File: src/hdl/hash_pkg.sv
// ----------------------------------------------------------
// Ascon-Hash256 protocol definitions
// Rate, byte enables, initial value and digest size
// ----------------------------------------------------------
package hash_pkg;

    // Rate of the sponge in bits
    localparam int BLOCK_BITS = 64;

    // One enable per byte of a block
    localparam int KEEP_BITS = BLOCK_BITS / 8;

    // One rate-sized block, byte 0 in bits 7:0
    typedef logic [BLOCK_BITS-1:0] block_t;

    // Byte enables for one beat
    typedef logic [KEEP_BITS-1:0] keep_t;

    // Initial value for lane x0, all other lanes start at zero
    localparam logic [63:0] HASH_IV = 64'h0000080100cc0002;

    // 256-bit digest leaves as four 64-bit beats
    localparam int DIGEST_WORDS = 4;

    // Counts the squeeze beats
    typedef logic [1:0] beat_cnt_t;

endpackage

File: src/hdl/ascon_pkg.sv
// ----------------------------------------------------------
// Ascon permutation definitions
// State layout, lane views and the p12 round constants
// ----------------------------------------------------------
package ascon_pkg;

    // One 64-bit lane of the sponge state
    typedef logic [63:0] lane_t;

    // Whole 320-bit state as one flat vector
    typedef logic [319:0] state_t;

    // Same state seen two ways
    // Lane x0 sits in bits 63:0, lane x4 in bits 319:256
    typedef union packed {
        state_t        flat;
        lane_t [4:0]   x;
    } state_u;

    // Rounds in p12
    localparam int ROUNDS = 12;

    // Round index, wide enough for 0 to 11
    typedef logic [3:0] round_idx_t;

    // Constants added to x2, one per round of p12
    localparam logic [7:0] ROUND_CONST [ROUNDS] = '{
        8'hf0, 8'he1, 8'hd2, 8'hc3,
        8'hb4, 8'ha5, 8'h96, 8'h87,
        8'h78, 8'h69, 8'h5a, 8'h4b
    };

endpackage
File: src/hdl/perm_if.sv
// ----------------------------------------------------------
// Control and state channel between controller and permutation
// ----------------------------------------------------------
`timescale 1ns/10ps

interface perm_if;

    // One-cycle write of load_state into the state register
    logic load;
    ascon_pkg::state_t load_state;

    // One-cycle pulse that kicks off p12
    logic start;

    // Register contents, always visible
    ascon_pkg::state_t state;

    // Low while rounds are in flight
    logic ready;

    // Controller side
    modport ctrl (
        output load,
        output load_state,
        output start,
        input  state,
        input  ready
    );

    // Core side
    modport perm (
        input  load,
        input  load_state,
        input  start,
        output state,
        output ready
    );

endinterface

File: src/hdl/block_if.sv
// ----------------------------------------------------------
// Padded block channel from the padder to the hash controller
// ----------------------------------------------------------
`timescale 1ns/10ps

interface block_if;

    // Padded rate block, byte 0 in the low bits
    hash_pkg::block_t blk_data;

    // Last padded block of the message
    logic blk_final;

    // Block on blk_data is held and waiting
    logic blk_valid;

    // Controller can absorb this cycle
    logic blk_ready;

    // Framer side
    modport padder (
        output blk_data,
        output blk_final,
        output blk_valid,
        input  blk_ready
    );

    // Sponge side
    modport ctrl (
        input  blk_data,
        input  blk_final,
        input  blk_valid,
        output blk_ready
    );

endinterface

File: src/hdl/ascon_hash_top.sv
// ----------------------------------------------------------
// Ascon-Hash256 accelerator top level
// Ties padder, permutation and controller to stream ports
// ----------------------------------------------------------
`timescale 1ns/10ps

module ascon_hash_top #(
    parameter int ROUNDS_PER_CYCLE = 1
) (
    input  logic              clk,
    input  logic              rst_i,

    // Operation control
    input  logic              start_i,
    output logic              busy_o,
    output logic              done_o,

    // Message stream in
    input  hash_pkg::block_t  s_tdata_i,
    input  hash_pkg::keep_t   s_tkeep_i,
    input  logic              s_tlast_i,
    input  logic              s_tvalid_i,
    output logic              s_tready_o,

    // Digest stream out
    output hash_pkg::block_t  m_tdata_o,
    output logic              m_tlast_o,
    output logic              m_tvalid_o,
    input  logic              m_tready_i
);

    // ------------------------------------------------------
    // Internal channels
    // ------------------------------------------------------
    block_if u_blk_if ();
    perm_if  u_perm_if ();

    // Framer, only takes beats while an operation is running
    ascon_padder u_padder (
        .clk        (clk),
        .rst_i      (rst_i),
        .active_i   (busy_o),
        .s_tdata_i  (s_tdata_i),
        .s_tkeep_i  (s_tkeep_i),
        .s_tlast_i  (s_tlast_i),
        .s_tvalid_i (s_tvalid_i),
        .s_tready_o (s_tready_o),
        .blk        (u_blk_if.padder)
    );

    // Protocol-agnostic p12 core
    ascon_permutation #(
        .ROUNDS_PER_CYCLE (ROUNDS_PER_CYCLE)
    ) u_permutation (
        .clk   (clk),
        .rst_i (rst_i),
        .perm  (u_perm_if.perm)
    );

    // Sponge scheduling and digest output
    hash_ctrl u_hash_ctrl (
        .clk        (clk),
        .rst_i      (rst_i),
        .start_i    (start_i),
        .busy_o     (busy_o),
        .done_o     (done_o),
        .blk        (u_blk_if.ctrl),
        .perm       (u_perm_if.ctrl),
        .m_tdata_o  (m_tdata_o),
        .m_tlast_o  (m_tlast_o),
        .m_tvalid_o (m_tvalid_o),
        .m_tready_i (m_tready_i)
    );

endmodule

File: src/hdl/hash_ctrl.sv
// ----------------------------------------------------------
// Ascon-Hash256 sponge controller
// Init, absorb, final permutation and four-beat squeeze
// ----------------------------------------------------------
`timescale 1ns/10ps

module hash_ctrl (
    input  logic              clk,
    input  logic              rst_i,
    input  logic              start_i,
    output logic              busy_o,
    output logic              done_o,
    block_if.ctrl             blk,
    perm_if.ctrl              perm,
    output hash_pkg::block_t  m_tdata_o,
    output logic              m_tlast_o,
    output logic              m_tvalid_o,
    input  logic              m_tready_i
);

    // FSM encoding
    localparam logic [2:0] ST_IDLE    = 3'd0;
    localparam logic [2:0] ST_INIT    = 3'd1;
    localparam logic [2:0] ST_ABSORB  = 3'd2;
    localparam logic [2:0] ST_SQUEEZE = 3'd3;
    localparam logic [2:0] ST_WAIT    = 3'd4;

    logic [2:0]          state_q, state_d;
    logic                to_squeeze_q, to_squeeze_d;
    hash_pkg::beat_cnt_t beat_cnt_q;
    ascon_pkg::state_u   cur;
    ascon_pkg::state_u   nxt;
    logic                blk_xfer;
    logic                out_xfer;
    logic                last_beat;

    // Lane view of the permutation register
    always_comb begin
        cur.flat = perm.state;
    end

    // ------------------------------------------------------
    // Handshakes and status
    // ------------------------------------------------------
    assign busy_o        = (state_q != ST_IDLE);
    assign blk.blk_ready = (state_q == ST_ABSORB) && perm.ready;
    assign blk_xfer      = blk.blk_valid && blk.blk_ready;
    assign last_beat     = (beat_cnt_q == hash_pkg::beat_cnt_t'(hash_pkg::DIGEST_WORDS - 1));

    // Digest beat is x0, stable since the core is idle while squeezing
    assign m_tvalid_o = (state_q == ST_SQUEEZE);
    assign m_tdata_o  = cur.x[0];
    assign m_tlast_o  = m_tvalid_o && last_beat;
    assign out_xfer   = m_tvalid_o && m_tready_i;
    assign done_o     = out_xfer && last_beat;

    // Next state for the core, either the IV or x0 XOR block
    always_comb begin
        nxt = '0;
        if (state_q == ST_INIT) begin
            nxt.x[0] = hash_pkg::HASH_IV;
        end else begin
            nxt      = cur;
            nxt.x[0] = cur.x[0] ^ blk.blk_data;
        end
    end

    assign perm.load_state = nxt.flat;
    assign perm.load       = ((state_q == ST_INIT) && perm.ready) || blk_xfer;
    // Every load runs p12, and so does each squeeze beat but the last
    assign perm.start      = perm.load || (out_xfer && !last_beat);

    // ------------------------------------------------------
    // Next-state logic
    // ------------------------------------------------------
    always_comb begin
        state_d      = state_q;
        to_squeeze_d = to_squeeze_q;
        case (state_q)
            ST_IDLE: begin
                if (start_i) state_d = ST_INIT;
            end
            ST_INIT: begin
                if (perm.ready) begin
                    state_d      = ST_WAIT;
                    to_squeeze_d = 1'b0;
                end
            end
            ST_ABSORB: begin
                // Final block sends us to squeeze after its p12
                if (blk_xfer) begin
                    state_d      = ST_WAIT;
                    to_squeeze_d = blk.blk_final;
                end
            end
            ST_WAIT: begin
                if (perm.ready) state_d = to_squeeze_q ? ST_SQUEEZE : ST_ABSORB;
            end
            ST_SQUEEZE: begin
                if (out_xfer) state_d = last_beat ? ST_IDLE : ST_WAIT;
            end
            default: state_d = ST_IDLE;
        endcase
    end

    always_ff @(posedge clk) begin
        if (rst_i) begin
            state_q      <= ST_IDLE;
            to_squeeze_q <= 1'b0;
            beat_cnt_q   <= '0;
        end else begin
            state_q      <= state_d;
            to_squeeze_q <= to_squeeze_d;
            // Beat counter wraps back to zero after the fourth beat
            if (state_q == ST_INIT) begin
                beat_cnt_q <= '0;
            end else if (out_xfer) begin
                beat_cnt_q <= beat_cnt_q + 2'd1;
            end
        end
    end

endmodule

File: src/hdl/ascon_padder.sv
// ----------------------------------------------------------
// Stream framer for the hash sponge
// Pads byte-enabled beats into 64-bit blocks, marks the last
// ----------------------------------------------------------
`timescale 1ns/10ps

module ascon_padder (
    input  logic              clk,
    input  logic              rst_i,
    input  logic              active_i,
    input  hash_pkg::block_t  s_tdata_i,
    input  hash_pkg::keep_t   s_tkeep_i,
    input  logic              s_tlast_i,
    input  logic              s_tvalid_i,
    output logic              s_tready_o,
    block_if.padder           blk
);

    hash_pkg::block_t hold_data;
    hash_pkg::block_t pad_data;
    hash_pkg::keep_t  pad_pos;
    logic             hold_valid;
    logic             hold_final;
    logic             pend_extra;
    logic             full_beat;
    logic             beat_xfer;
    logic             blk_xfer;

    // Single-entry holder, so input stalls while a block waits
    assign s_tready_o = active_i && !hold_valid;
    assign beat_xfer  = s_tvalid_i && s_tready_o;
    assign blk_xfer   = blk.blk_valid && blk.blk_ready;
    assign full_beat  = &s_tkeep_i;

    // One-hot position of the first disabled byte
    assign pad_pos = ~s_tkeep_i & {s_tkeep_i[hash_pkg::KEEP_BITS-2:0], 1'b1};

    // Keep enabled bytes, drop in 0x01 right after them, zero the rest
    always_comb begin
        for (int b = 0; b < hash_pkg::KEEP_BITS; b++) begin
            if (s_tkeep_i[b]) begin
                pad_data[8*b +: 8] = s_tdata_i[8*b +: 8];
            end else begin
                pad_data[8*b +: 8] = pad_pos[b] ? 8'h01 : 8'h00;
            end
        end
    end

    // ------------------------------------------------------
    // Holder control
    // ------------------------------------------------------
    always_ff @(posedge clk) begin
        if (rst_i) begin
            hold_valid <= 1'b0;
            hold_final <= 1'b0;
            pend_extra <= 1'b0;
        end else if (blk_xfer) begin
            // Full last beat owes one more block holding only the pad byte
            if (pend_extra) begin
                hold_final <= 1'b1;
                pend_extra <= 1'b0;
            end else begin
                hold_valid <= 1'b0;
            end
        end else if (beat_xfer) begin
            hold_valid <= 1'b1;
            hold_final <= s_tlast_i && !full_beat;
            pend_extra <= s_tlast_i && full_beat;
        end
    end

    // Block payload
    always_ff @(posedge clk) begin
        if (blk_xfer && pend_extra) begin
            hold_data <= hash_pkg::block_t'(1);
        end else if (beat_xfer) begin
            hold_data <= pad_data;
        end
    end

    assign blk.blk_data  = hold_data;
    assign blk.blk_final = hold_final;
    assign blk.blk_valid = hold_valid;

endmodule

File: src/hdl/ascon_permutation.sv
// ----------------------------------------------------------
// Ascon p12 core with its state register
// Runs ROUNDS_PER_CYCLE unrolled rounds on every clock
// ----------------------------------------------------------
`timescale 1ns/10ps

module ascon_permutation #(
    parameter int ROUNDS_PER_CYCLE = 1
) (
    input  logic  clk,
    input  logic  rst_i,
    perm_if.perm  perm
);

    ascon_pkg::state_u     state_q;
    ascon_pkg::state_u     chain [ROUNDS_PER_CYCLE+1];
    ascon_pkg::round_idx_t round_cnt;
    ascon_pkg::round_idx_t round_base;
    logic                  running;
    logic                  last_step;

    // First step runs on the start cycle itself, from round 0
    assign round_base = running ? round_cnt : '0;
    assign last_step  = running &&
                        (int'(round_cnt) + ROUNDS_PER_CYCLE >= ascon_pkg::ROUNDS);

    // A load in the same cycle as start feeds the rounds directly
    always_comb begin
        chain[0].flat = perm.load ? perm.load_state : state_q.flat;
    end

    // Unrolled round chain
    for (genvar k = 0; k < ROUNDS_PER_CYCLE; k++) begin : g_round
        ascon_round u_round (
            .state_i (chain[k]),
            .round_i (ascon_pkg::round_idx_t'(round_base + k)),
            .state_o (chain[k+1])
        );
    end

    // Round counter and busy flag
    always_ff @(posedge clk) begin
        if (rst_i) begin
            running   <= 1'b0;
            round_cnt <= '0;
        end else if (perm.start) begin
            running   <= 1'b1;
            round_cnt <= ascon_pkg::round_idx_t'(ROUNDS_PER_CYCLE);
        end else if (last_step) begin
            running   <= 1'b0;
            round_cnt <= '0;
        end else if (running) begin
            round_cnt <= round_cnt + ascon_pkg::round_idx_t'(ROUNDS_PER_CYCLE);
        end
    end

    // State register, rounds take priority over a plain load
    always_ff @(posedge clk) begin
        if (perm.start || running) begin
            state_q <= chain[ROUNDS_PER_CYCLE];
        end else if (perm.load) begin
            state_q <= chain[0];
        end
    end

    assign perm.state = state_q.flat;
    assign perm.ready = ~running;

endmodule

File: src/hdl/ascon_round.sv
// ----------------------------------------------------------
// One Ascon round, purely combinational
// Constant addition, 5-bit S-box layer and linear diffusion
// ----------------------------------------------------------
`timescale 1ns/10ps

module ascon_round (
    input  ascon_pkg::state_u     state_i,
    input  ascon_pkg::round_idx_t round_i,
    output ascon_pkg::state_u     state_o
);

    // Working copies of the five lanes
    ascon_pkg::lane_t a0, a1, a2, a3, a4;
    ascon_pkg::lane_t t0, t1, t2, t3, t4;

    // Right rotation of one lane
    function automatic ascon_pkg::lane_t ror(input ascon_pkg::lane_t v, input int n);
        return (v >> n) | (v << (64 - n));
    endfunction

    always_comb begin
        // ------------------------------------------------------
        // Constant addition on x2
        // ------------------------------------------------------
        a0 = state_i.x[0];
        a1 = state_i.x[1];
        a2 = state_i.x[2] ^ {56'd0, ascon_pkg::ROUND_CONST[round_i]};
        a3 = state_i.x[3];
        a4 = state_i.x[4];

        // ------------------------------------------------------
        // Substitution layer, bit-sliced across lanes
        // ------------------------------------------------------
        a0 = a0 ^ a4;
        a4 = a4 ^ a3;
        a2 = a2 ^ a1;
        // Chi-like nonlinear step
        t0 = ~a0 & a1;
        t1 = ~a1 & a2;
        t2 = ~a2 & a3;
        t3 = ~a3 & a4;
        t4 = ~a4 & a0;
        a0 = a0 ^ t1;
        a1 = a1 ^ t2;
        a2 = a2 ^ t3;
        a3 = a3 ^ t4;
        a4 = a4 ^ t0;
        // Output mixing of the S-box
        a1 = a1 ^ a0;
        a0 = a0 ^ a4;
        a3 = a3 ^ a2;
        a2 = ~a2;

        // ------------------------------------------------------
        // Linear diffusion, own rotation pair per lane
        // ------------------------------------------------------
        state_o.x[0] = a0 ^ ror(a0, 19) ^ ror(a0, 28);
        state_o.x[1] = a1 ^ ror(a1, 61) ^ ror(a1, 39);
        state_o.x[2] = a2 ^ ror(a2, 1) ^ ror(a2, 6);
        state_o.x[3] = a3 ^ ror(a3, 10) ^ ror(a3, 17);
        state_o.x[4] = a4 ^ ror(a4, 7) ^ ror(a4, 41);
    end

endmodule

File: config.mk
export PLATFORM = sky130hd
export DESIGN_NAME = ascon_hash_top
export DESIGN_NICKNAME = d
export VERILOG_FILES = /design/src/hdl/hash_pkg.sv /design/src/hdl/ascon_pkg.sv /design/src/hdl/perm_if.sv /design/src/hdl/block_if.sv /design/src/hdl/ascon_hash_top.sv /design/src/hdl/hash_ctrl.sv /design/src/hdl/ascon_padder.sv /design/src/hdl/ascon_permutation.sv /design/src/hdl/ascon_round.sv
export SDC_FILE = /design/constraint.sdc
export NUM_CORES = 2
export LEC_CHECK = 0
export ABC_CLOCK_PERIOD_IN_PS = 10400
export BUFFER_PORTS_ARGS = -buffer_cell sky130_fd_sc_hd__buf_4
export CAP_MARGIN = 20
export CORE_ASPECT_RATIO = 0.6
export CORE_UTILIZATION = 40
export DETAILED_ROUTE_END_ITERATION = 10
export PLACE_DENSITY_LB_ADDON = 0.2
export SLEW_MARGIN = 20
export SYNTH_ARGS = -nofsm -noshare
export SYNTH_HDL_FRONTEND = slang
export SYNTH_HIERARCHICAL = 1
export SYNTH_SLANG_ARGS = --single-unit
export TNS_END_PERCENT = 20
File: constraint.sdc
create_clock -name clk -period 10.4 [get_ports clk]
set_clock_uncertainty 0.1 [all_clocks]
set_input_delay 2.08 -clock clk [delete_from_list [all_inputs] [get_ports clk]]
set_output_delay 2.08 -clock clk [all_outputs]
set_load 0.03 [all_outputs]
==> metrics.yaml <==
status: "finished, final reports clean"
r2r_slack_ns: 4.53
fp-row-count: 88
fin_nets: 3936
drt_iter0_drc: 3442
synthDistinctLibCells: 54
fin_util_pct: 44.5
crit_path_max_fanout: 48
clk_latency_ns: 0.63
slew-limit-headroom_pct: 6.87
die_area_mm2: 0.100
drive_above_1_share_pct: 28.1
rsz0062_at_grt: "no"
yosys.area_share.xor_xnor_pct: 28.9
fp.dieW_um: 408
synth-simple-area-share_pct: 8.95
cts_tree: "yes"
avgSynthCellArea_um2: 10.8
synth_area_mm2: 0.0395
grt_pass1_vias: 24569
cp-start-kind: "flop"
syn_to_final_growth_pct: 9.26
drv_cap: 0
grt_pass1_wl_mm: 197
synthTopCellsByArea: "edfxtp_1 24%, xnor2_1 22%, mux2_4 11%"
yosysSeqAreaShare_pct: 28.3
worst_pin_slew_ns: 1.39
yosysTopAreaCell: "edfxtp_1"
root_buffer: "clkbuf_16"
clkSlewWorstSetupHoldPaths_ns: 0.06
synth_mux_area_share_pct: 21.3
port_buffers: 146
reg2regPathDepth: 12
endpoint_kind: "flop"
cts_max_level: 2
syn_inst: 3656
dp_cells: 4983
core_region_area_mm2: 0.0970
post_cts_buffers: 0
routed_wl_mm: 144
crit_required_ns: 10.65
fin_crit_ns: 5.87
period_share_pct: 56.5
viasPerCell: 5.38
min_from: "u_padder/blk.blk_data[27]"
yosys-top-cells-count: "973 x xnor2_1, 351 x mux2_2, 320 x edfxtp_1"
die_h_um: 245
rr_endpoint: "u_permutation/perm.state[20]"
hold_violations: 0
antenna_found_initial: 7
synth_top_family_by_area: "XOR/XNOR gates"
firstDrtPassIters: 5
max_freq_mhz: 170
synth-compound-area-share_pct: 3.36
initial_utilization_pct: 40.7
yosysMostFrequentCell: "xnor2_1"
criticalPathCategory: "flop to flop"
synth_warnings: 6
synth-edff-count: 320
hp-class: "flop to flop"
place_congestion: 1.10
layout.cells.non_filler: 5071
grtUsageTotal_pct: 27.9
setup_violations: 0
cts_resized: 0
min_to: "u_padder/blk.blk_data[27]"
drtAntennaViolNets: 0
cts_made_buffers: 47
synthAdderAreaFrac_pct: 4.15
drv_slew: 0
wl_per_cell_um: 28.3
yosys_most_used_dff: "edfxtp_1"
r2r-start: "u_hash_ctrl/state_q[0]"
synth_seq_cells: 398
post-route-drc-count: 0
clockBufferDepth: 3
synth_top_area_share_pct: 24.3
grt-ovfl-total: 0
clock-sinks: 398
via_count: 27291
syn-num-nets: 3865
async_flop_share_pct: 0
grt_max_degree: 152
holdPathStages: 1
arrival_ns: 6.13
cts_hold_buf: 0
tns_ns: 0
io_pins: 147
dpl.hpwl_mm: 113
## worst max path at each step
stage / to / slack (ns) / from
after floorplan: u_permutation/perm.state[0] / 0.18 / m_tready_i
after global placement: u_permutation/perm.state[243] / 4.64 / u_hash_ctrl/state_q[0]
after detailed placement: u_permutation/perm.state[20] / 4.81 / u_hash_ctrl/state_q[0]
after CTS: u_permutation/perm.state[20] / 4.77 / u_hash_ctrl/state_q[0]
after global routing: u_permutation/perm.state[8] / 4.57 / u_hash_ctrl/state_q[0]
final: u_permutation/perm.state[20] / 4.53 / u_hash_ctrl/state_q[0]
## worst max-delay path, stage by stage (launching register included)
cell	delay, ns
dfxtp_1	0.67
nand2b_1	0.18
a21oi_4	0.25
buf_4	0.56
buf_4	0.87
mux2_4	0.35
inv_1	0.05
ha_1	0.33
xnor2_1	0.15
xnor2_1	0.92
xnor2_1	0.41
xnor2_1	0.29
mux2_2	0.32
## per-stage QoR
step	hold slack [ns]	setup slack, ns	instance area (um2)
after CTS	0.400	4.77	43100
after global placement	0.382	4.64	41400
after global routing	0.418	4.57	43200
final	0.396	4.53	43200
after floorplan	0.359	0.176	39500
after detailed placement	0.379	4.81	41500
## cells by family after synthesis
group,Yosys count
flip-flops,398
multiplexers,652
AO/OA/AOI/OAI,214
buffers and inverters,327
adder cells (fa/ha/maj),131
XOR/XNOR,1229
AND/OR/NAND/NOR,705
## final cells by class
class | instances | area, um2
timing repair buffer | 214 | 1690
antenna | 1 | 2.50
multi-input combinational | 2931 | 26500
clock inverter | 18 | 191
fill | 9093 | 53800
tap | 1305 | 1630
sequential | 398 | 11200
inverter | 135 | 507
clock buffer | 69 | 1450
## flip-flops by register name, indices dropped and copies added, names as in the netlist
register and cells:
u_padder/blk.blk_final 1, u_padder/blk.blk_valid 1, u_hash_ctrl/to_squeeze_q 1, u_permutation/running 1, u_permutation/perm.state 320, u_hash_ctrl/beat_cnt_q 2
u_padder/pend_extra 1, u_permutation/round_cnt 4, u_hash_ctrl/state_q 3, u_padder/blk.blk_data 64
## routing by layer
layer  vias to the layer above  share of wire [%]  global-route usage (%)
met5                         -              0.024                       0
met4                         4                1.8                    4.98
met3                       158                 12                    8.07
met2                      1219                 37                    36.1
met1                     13573                 49                    44.2
li1                      12337                  -                       -
## placed cells by master (no fill, tap or decap), types with 3 or more instances in the layout
master	count
a211oi_1	8
a21oi_1	77
a22o_1	56
and2_1	267
and2_4	3
buf_12	6
buf_4	207
bufinv_16	4
clkbuf_1	9
clkbuf_16	52
clkbuf_8	8
clkinv_2	10
dfxtp_1	78
edfxtp_1	320
ha_1	131
inv_1	134
mux2_2	351
mux2_4	289
mux2i_1	12
nand2_1	234
nand2b_1	3
nand3_1	3
nand3b_1	6
nand4_1	3
nor2_1	148
nor2_4	11
nor2b_1	3
nor3_1	5
o21a_1	3
o21ai_0	62
xnor2_1	956
xnor2_2	86
xor2_1	168
xor2_2	17
Power is not shown: default switching activity piles up to over one toggle a cycle in this logic, so the estimate is an artifact.
